[src/logic/wh_pkg.sv]
package wh_pkg;

  localparam int FLIT_WIDTH = 32;
  localparam int CID_WIDTH  = 4;
  localparam int LEN_WIDTH  = 4;
  localparam int ADDR_WIDTH = 20;

  // request and response opcodes
  typedef enum logic [3:0] {
    WH_OP_READ      = 4'd0,
    WH_OP_WRITE     = 4'd1,
    WH_OP_READ_RESP = 4'd2,
    WH_OP_WRITE_ACK = 4'd3
  } wh_op_e;

  // header flit, len counts the body flits that follow
  typedef struct packed {
    wh_op_e                op;
    logic [CID_WIDTH-1:0]  cid;
    logic [LEN_WIDTH-1:0]  len;
    logic [ADDR_WIDTH-1:0] addr;
  } wh_header_s;

  // ready_and link, v and data go forward, ready_and_rev goes back
  typedef struct packed {
    logic                  v;
    logic                  ready_and_rev;
    logic [FLIT_WIDTH-1:0] data;
  } wh_link_s;

endpackage

[src/logic/wh_concentrator.sv]
`timescale 1ns/100ps

module wh_concentrator import wh_pkg::*; #(
  parameter int NUM_IN_P = 4
) (
  input  logic                    clk_i,
  input  logic                    rst_n_i,
  input  wh_link_s [NUM_IN_P-1:0] links_i,
  output wh_link_s [NUM_IN_P-1:0] links_o,
  input  wh_link_s                conc_link_i,
  output wh_link_s                conc_link_o
);

  logic [NUM_IN_P-1:0]  req;
  logic [NUM_IN_P-1:0]  grant;
  logic                 hold;
  logic                 lock_r;
  logic [LEN_WIDTH-1:0] req_cnt_r;
  logic                 req_xfer;
  wh_header_s           req_hdr;

  logic                 route_r;
  logic [LEN_WIDTH-1:0] resp_cnt_r;
  logic [CID_WIDTH-1:0] resp_idx_r;
  logic [CID_WIDTH-1:0] resp_sel;
  logic                 resp_ready;
  logic                 resp_xfer;
  wh_header_s           resp_hdr;

  // request path

  always_comb begin
    for (int k = 0; k < NUM_IN_P; k++) begin
      req[k] = links_i[k].v;
    end
  end

  wh_rr_arbiter #(
    .NUM_IN_P(NUM_IN_P)
  ) u_wh_rr_arbiter (
    .clk_i  (clk_i),
    .rst_n_i(rst_n_i),
    .req_i  (req),
    .hold_i (hold),
    .grant_o(grant)
  );

  assign req_hdr  = wh_header_s'(conc_link_o.data);
  assign req_xfer = conc_link_o.v && conc_link_i.ready_and_rev;

  // keep the grant through a stalled header and until the last body flit
  always_comb begin
    if (lock_r) begin
      hold = !(req_xfer && (req_cnt_r == LEN_WIDTH'(1)));
    end else begin
      hold = conc_link_o.v && (!req_xfer || (req_hdr.len != '0));
    end
  end

  always_ff @(posedge clk_i) begin
    if (!rst_n_i) begin
      lock_r    <= 1'b0;
      req_cnt_r <= '0;
    end else if (!lock_r) begin
      if (req_xfer && (req_hdr.len != '0)) begin
        lock_r    <= 1'b1;
        req_cnt_r <= req_hdr.len;
      end
    end else if (req_xfer) begin
      req_cnt_r <= req_cnt_r - 1'b1;
      if (req_cnt_r == LEN_WIDTH'(1)) begin
        lock_r <= 1'b0;
      end
    end
  end

  // response path

  assign resp_hdr  = wh_header_s'(conc_link_i.data);
  assign resp_sel  = route_r ? resp_idx_r : resp_hdr.cid;
  assign resp_xfer = conc_link_i.v && resp_ready;

  always_comb begin
    resp_ready = 1'b0;
    for (int k = 0; k < NUM_IN_P; k++) begin
      if (resp_sel == CID_WIDTH'(k)) begin
        resp_ready = links_i[k].ready_and_rev;
      end
    end
  end

  always_ff @(posedge clk_i) begin
    if (!rst_n_i) begin
      route_r    <= 1'b0;
      resp_cnt_r <= '0;
      resp_idx_r <= '0;
    end else if (!route_r) begin
      if (resp_xfer && (resp_hdr.len != '0)) begin
        route_r    <= 1'b1;
        resp_cnt_r <= resp_hdr.len;
        resp_idx_r <= resp_hdr.cid;
      end
    end else if (resp_xfer) begin
      resp_cnt_r <= resp_cnt_r - 1'b1;
      if (resp_cnt_r == LEN_WIDTH'(1)) begin
        route_r <= 1'b0;
      end
    end
  end

  // granted input onto the concentrated link
  always_comb begin
    conc_link_o.v             = 1'b0;
    conc_link_o.data          = '0;
    conc_link_o.ready_and_rev = resp_ready;
    for (int k = 0; k < NUM_IN_P; k++) begin
      if (grant[k]) begin
        conc_link_o.v    = links_i[k].v;
        conc_link_o.data = links_i[k].data;
      end
    end
  end

  // responses steered by cid, ready only to the granted input
  always_comb begin
    for (int k = 0; k < NUM_IN_P; k++) begin
      links_o[k].v             = conc_link_i.v && (resp_sel == CID_WIDTH'(k));
      links_o[k].data          = conc_link_i.data;
      links_o[k].ready_and_rev = grant[k] && conc_link_i.ready_and_rev;
    end
  end

endmodule

[src/logic/wh_rr_arbiter.sv]
`timescale 1ns/100ps

module wh_rr_arbiter #(
  parameter int NUM_IN_P = 4
) (
  input  logic                clk_i,
  input  logic                rst_n_i,
  input  logic [NUM_IN_P-1:0] req_i,
  input  logic                hold_i,
  output logic [NUM_IN_P-1:0] grant_o
);

  localparam int PTR_W = (NUM_IN_P > 1) ? $clog2(NUM_IN_P) : 1;

  logic [PTR_W-1:0] ptr_r;
  logic [PTR_W-1:0] held_idx_r;
  logic             held_r;
  logic [PTR_W-1:0] pick_idx;
  logic [PTR_W-1:0] cur_idx;
  logic             found;
  logic             granted;
  int               scan;

  // first requester at or after the pointer
  always_comb begin
    found    = 1'b0;
    pick_idx = ptr_r;
    scan     = 0;
    for (int i = 0; i < NUM_IN_P; i++) begin
      scan = int'(ptr_r) + i;
      if (scan >= NUM_IN_P) begin
        scan = scan - NUM_IN_P;
      end
      if (!found && req_i[scan]) begin
        found    = 1'b1;
        pick_idx = PTR_W'(scan);
      end
    end
  end

  assign cur_idx = held_r ? held_idx_r : pick_idx;
  assign granted = held_r || found;

  always_comb begin
    grant_o = '0;
    if (granted) begin
      grant_o[cur_idx] = 1'b1;
    end
  end

  // hold_i keeps the current winner for the next cycle
  always_ff @(posedge clk_i) begin
    if (!rst_n_i) begin
      ptr_r      <= '0;
      held_idx_r <= '0;
      held_r     <= 1'b0;
    end else begin
      held_r <= hold_i;
      if (hold_i) begin
        held_idx_r <= cur_idx;
      end
      // grant released, winner drops to lowest priority
      if (!hold_i && granted) begin
        ptr_r <= (cur_idx == PTR_W'(NUM_IN_P - 1)) ? '0 : cur_idx + 1'b1;
      end
    end
  end

endmodule

[config.mk]
export PLATFORM = sky130hd
export DESIGN_NAME = wh_concentrator
export DESIGN_NICKNAME = d
export VERILOG_FILES = /design/src/logic/wh_pkg.sv /design/src/logic/wh_concentrator.sv /design/src/logic/wh_rr_arbiter.sv
export SDC_FILE = /design/constraint.sdc
export NUM_CORES = 1
export LEC_CHECK = 0
export BUFFER_PORTS_ARGS = -buffer_cell sky130_fd_sc_hd__buf_2
export CORE_AREA = 8 8 126 128
export CTS_BUF_LIST = sky130_fd_sc_hd__clkbuf_4 sky130_fd_sc_hd__clkbuf_8 sky130_fd_sc_hd__clkbuf_16
export DETAILED_ROUTE_END_ITERATION = 12
export DIE_AREA = 0 0 134 136
export PLACE_DENSITY = 0.71
export SYNTH_ARGS = -nofsm -noshare
export SYNTH_HDL_FRONTEND = slang
export SYNTH_SLANG_ARGS = --single-unit
[constraint.sdc]
create_clock -name clk_i -period 14.42 [get_ports clk_i]
set_input_delay 3.605 -clock clk_i [delete_from_list [all_inputs] [get_ports clk_i]]
set_output_delay 3.605 -clock clk_i [all_outputs]
set_load 0.05 [all_outputs]
==> metrics <==
Netlist cell types=52; ratio of cells with drive above 1 in the final layout=38.9%; Slew headroom=30.8%; post-synth top area cell=buf_4; synthesis-stage register bit count=19; starting density of the core=26.3%; CP bufs+invs=2; share of Yosys cell area claimed by the top area cell type=26.2%; most frequent cell after synthesis=buf_4; Design Power=932 uW; status=finished, final reports clean; vias in the first global route=3594; Reg2Reg Launch Point=u_wh_rr_arbiter.ptr_r[1]; WP depth=9; Syn Inst Count=567; synth top area cells=buf_4, a21oi_1, dfxtp_1; Rows=44; Post-synth top cells=buf_4, a21oi_1, nor2_1, nand2_1, nand3b_1; worst hold path depth=2; Hold Slack=466 ps; Warnings, synthesis=0; CP max stage delay=1000 ps; Crit Path Max Fanout=67; drt total wl=12700 um; critical path required time=10810 ps; CTS clk-pin slew, worst paths=50 ps; CTS Buf Count=3; worst-skew pair later-pin latency=250 ps; Core Area=0.0140 mm2; post-CTS resize count=0; Avg Vias per Cell=4.62; MaxCap Viol Count=0; Multi-input gate area=0.00212 mm2; syn_nets=747; drc violations=0; Min-Delay Endpoint=resp_idx_r[1]; Fin. Hold Viols=0; PwrDens=231 mW/mm2; cell family with the largest share of critical-path delay=compound AO/OA/AOI/OAI gates; Initial DRC Count=225; drt pass-1 iters=5; FILL cells=1580; Final Critical Period=10580 ps; H-tree Lvls=1; Final Cycle Share=73.4%; nets=809; register area share after synthesis=10.3%; Worst Skew=0.804 ps; r2r endpoint=req_cnt_r[2]; Startpoint Class=input port; R2R depth=10; wire length per cell=15.7 um; Slowest-stage cell, CP=ha_2; die area=0.0182 mm2; Clock Path Buffers=2; arrival time at the worst endpoint=6970 ps; Sink Count=19; r2r setup slk=10260 ps; EDFF count, synth=0; final setup violation count=0; maximum clock frequency=94.5 MHz; crit-path cells=buf_2 -> nand2b_1 -> a21boi_0 -> o41ai_1 -> ha_2 -> a211oi_1 -> a221oi_1 -> nor2b_1 -> buf_2; final setup margin=3840 ps; Worst IR Drop VDD=196 uV; Slew @ Worst Pin=1040 ps; pre-CTS WS=3780 ps; Worst Hold Class=reg2reg; CP Capture Type=output port; register area=380 um2; HP Start=resp_idx_r[1]; Hold Buf Count CTS=0; largest net degree at the start of global routing=68; post-synthesis cell area=0.00369 mm2; GR Util All Layers=12.7%; first-pass GRT wire length=18900 um; CTS tree=done; Final Max Tran Viols=0; Synth async-reset ratio=0%; initial antenna violation count=2; detailed placement HPWL=10200 um; Via Count=3752; Root Buffer=clkbuf_16; post-CTS setup buffers=0; RD Place Congestion=0.833; GRT Residual Overflow=0; # port buffers=221; Routed Antenna Nets=0; P&R area growth vs syn=8.97%; RSZ-0062 raised after global routing=no; Die Wd=134 um; setup tns final=0 ps; leak pwr=1.97 nW; I/O Pins=342; most used cell along the critical path=buf_2; # diodes=0; Primary FF master, synth=dfxtp_1; mean post-synth cell area=6.52 um2; Setup CP Type=in2out; die height=136 um
==> flip-flops by register name (all words and copies together), names as in the netlist <==
name	flops
lock_r	1
u_wh_rr_arbiter.ptr_r	2
route_r	1
resp_idx_r	4
u_wh_rr_arbiter.held_r	1
u_wh_rr_arbiter.held_idx_r	2
resp_cnt_r	4
req_cnt_r	4
==> stage by stage <==
stage / util [%] / std cells / instance area, um2
after detailed placement: 28.1 / 808 / 3940
final: 28.7 / 812 / 4030
after global placement: 28.1 / 808 / 3940
after global routing: 28.7 / 812 / 4030
after CTS: 28.7 / 812 / 4030
after floorplan: - / 567 / 3690
==> where the power goes <==
part	switching [mW]	internal [mW]	total (mW)
clock network	0.0189	0.0394	0.0584
logic	0.567	0.226	0.793
registers	0.0166	0.0643	0.0809
==> area by class of cell <==
| class | instances | share of cell area, % |
|---|---|---|
| flip-flops and latches | 19 | 9.45 |
| inverters | 21 | 1.96 |
| multi-input cells | 359 | 52.6 |
| clock buffers | 4 | 2.05 |
| repair buffers | 225 | 28.2 |
| well taps | 184 | 5.72 |
==> cell usage in the layout, fill, tap and decap left out, drive strengths merged, types with 2 or more instances in the layout <==
master and n:
a211oi 8, a21boi 4, a21oi 97, a221oi 3, a31o 2, and2 5
and3 4, buf 225, clkbuf 4, dfxtp 19, ha 8, inv 21
mux2i 12, nand2 55, nand2b 7, nand3 3, nand3b 33, nor2 64
nor2b 8, nor3 3, nor3b 5, o21a 2, o21ai 8, o21bai 2
o22ai 5, o31ai 2, o41ai 2, or3 2
==> worst max path at each step <==
stage,start,endpoint,slack (ps)
global route,links_i[135],conc_link_o[22],3510
finish,links_i[135],conc_link_o[21],3840
detailed placement,links_i[135],conc_link_o[21],3780
floorplan,links_i[67],conc_link_o[6],4380
global placement,links_i[135],conc_link_o[22],3940
CTS,links_i[135],conc_link_o[21],3770
==> cell families (layout without fill, tap and decap cells) <==
| kind of cell | count (synthesis) | in the layout | share of synthesized area [%] |
|---|---|---|---|
| AOI/OAI and AO/OA | 142 | 142 | 23.6 |
| buffers and inverters | 189 | 250 | 32.6 |
| DFF | 19 | 19 | 10.3 |
| muxes | 14 | 14 | 4.50 |
| adders and majority gates | 8 | 8 | 2.71 |
| and+or+nand+nor | 195 | 195 | 26.3 |
==> worst min-delay path, cell delays in order, from the launching register on <==
cell     delay [ps]
dfxtp_1         310
nand2_1          50
mux2i_1          60
==> per-layer routing <==
metal / global-route usage [%] / routed length (um) / up-vias
met5: 0 / 23 / -
met4: 3.12 / 213 / 4
met3: 4.29 / 1150 / 29
met2: 20.9 / 6100 / 139
met1: 15.5 / 5220 / 1676
li1: - / - / 1904
Note: power is estimated with default switching activity, not from simulation.
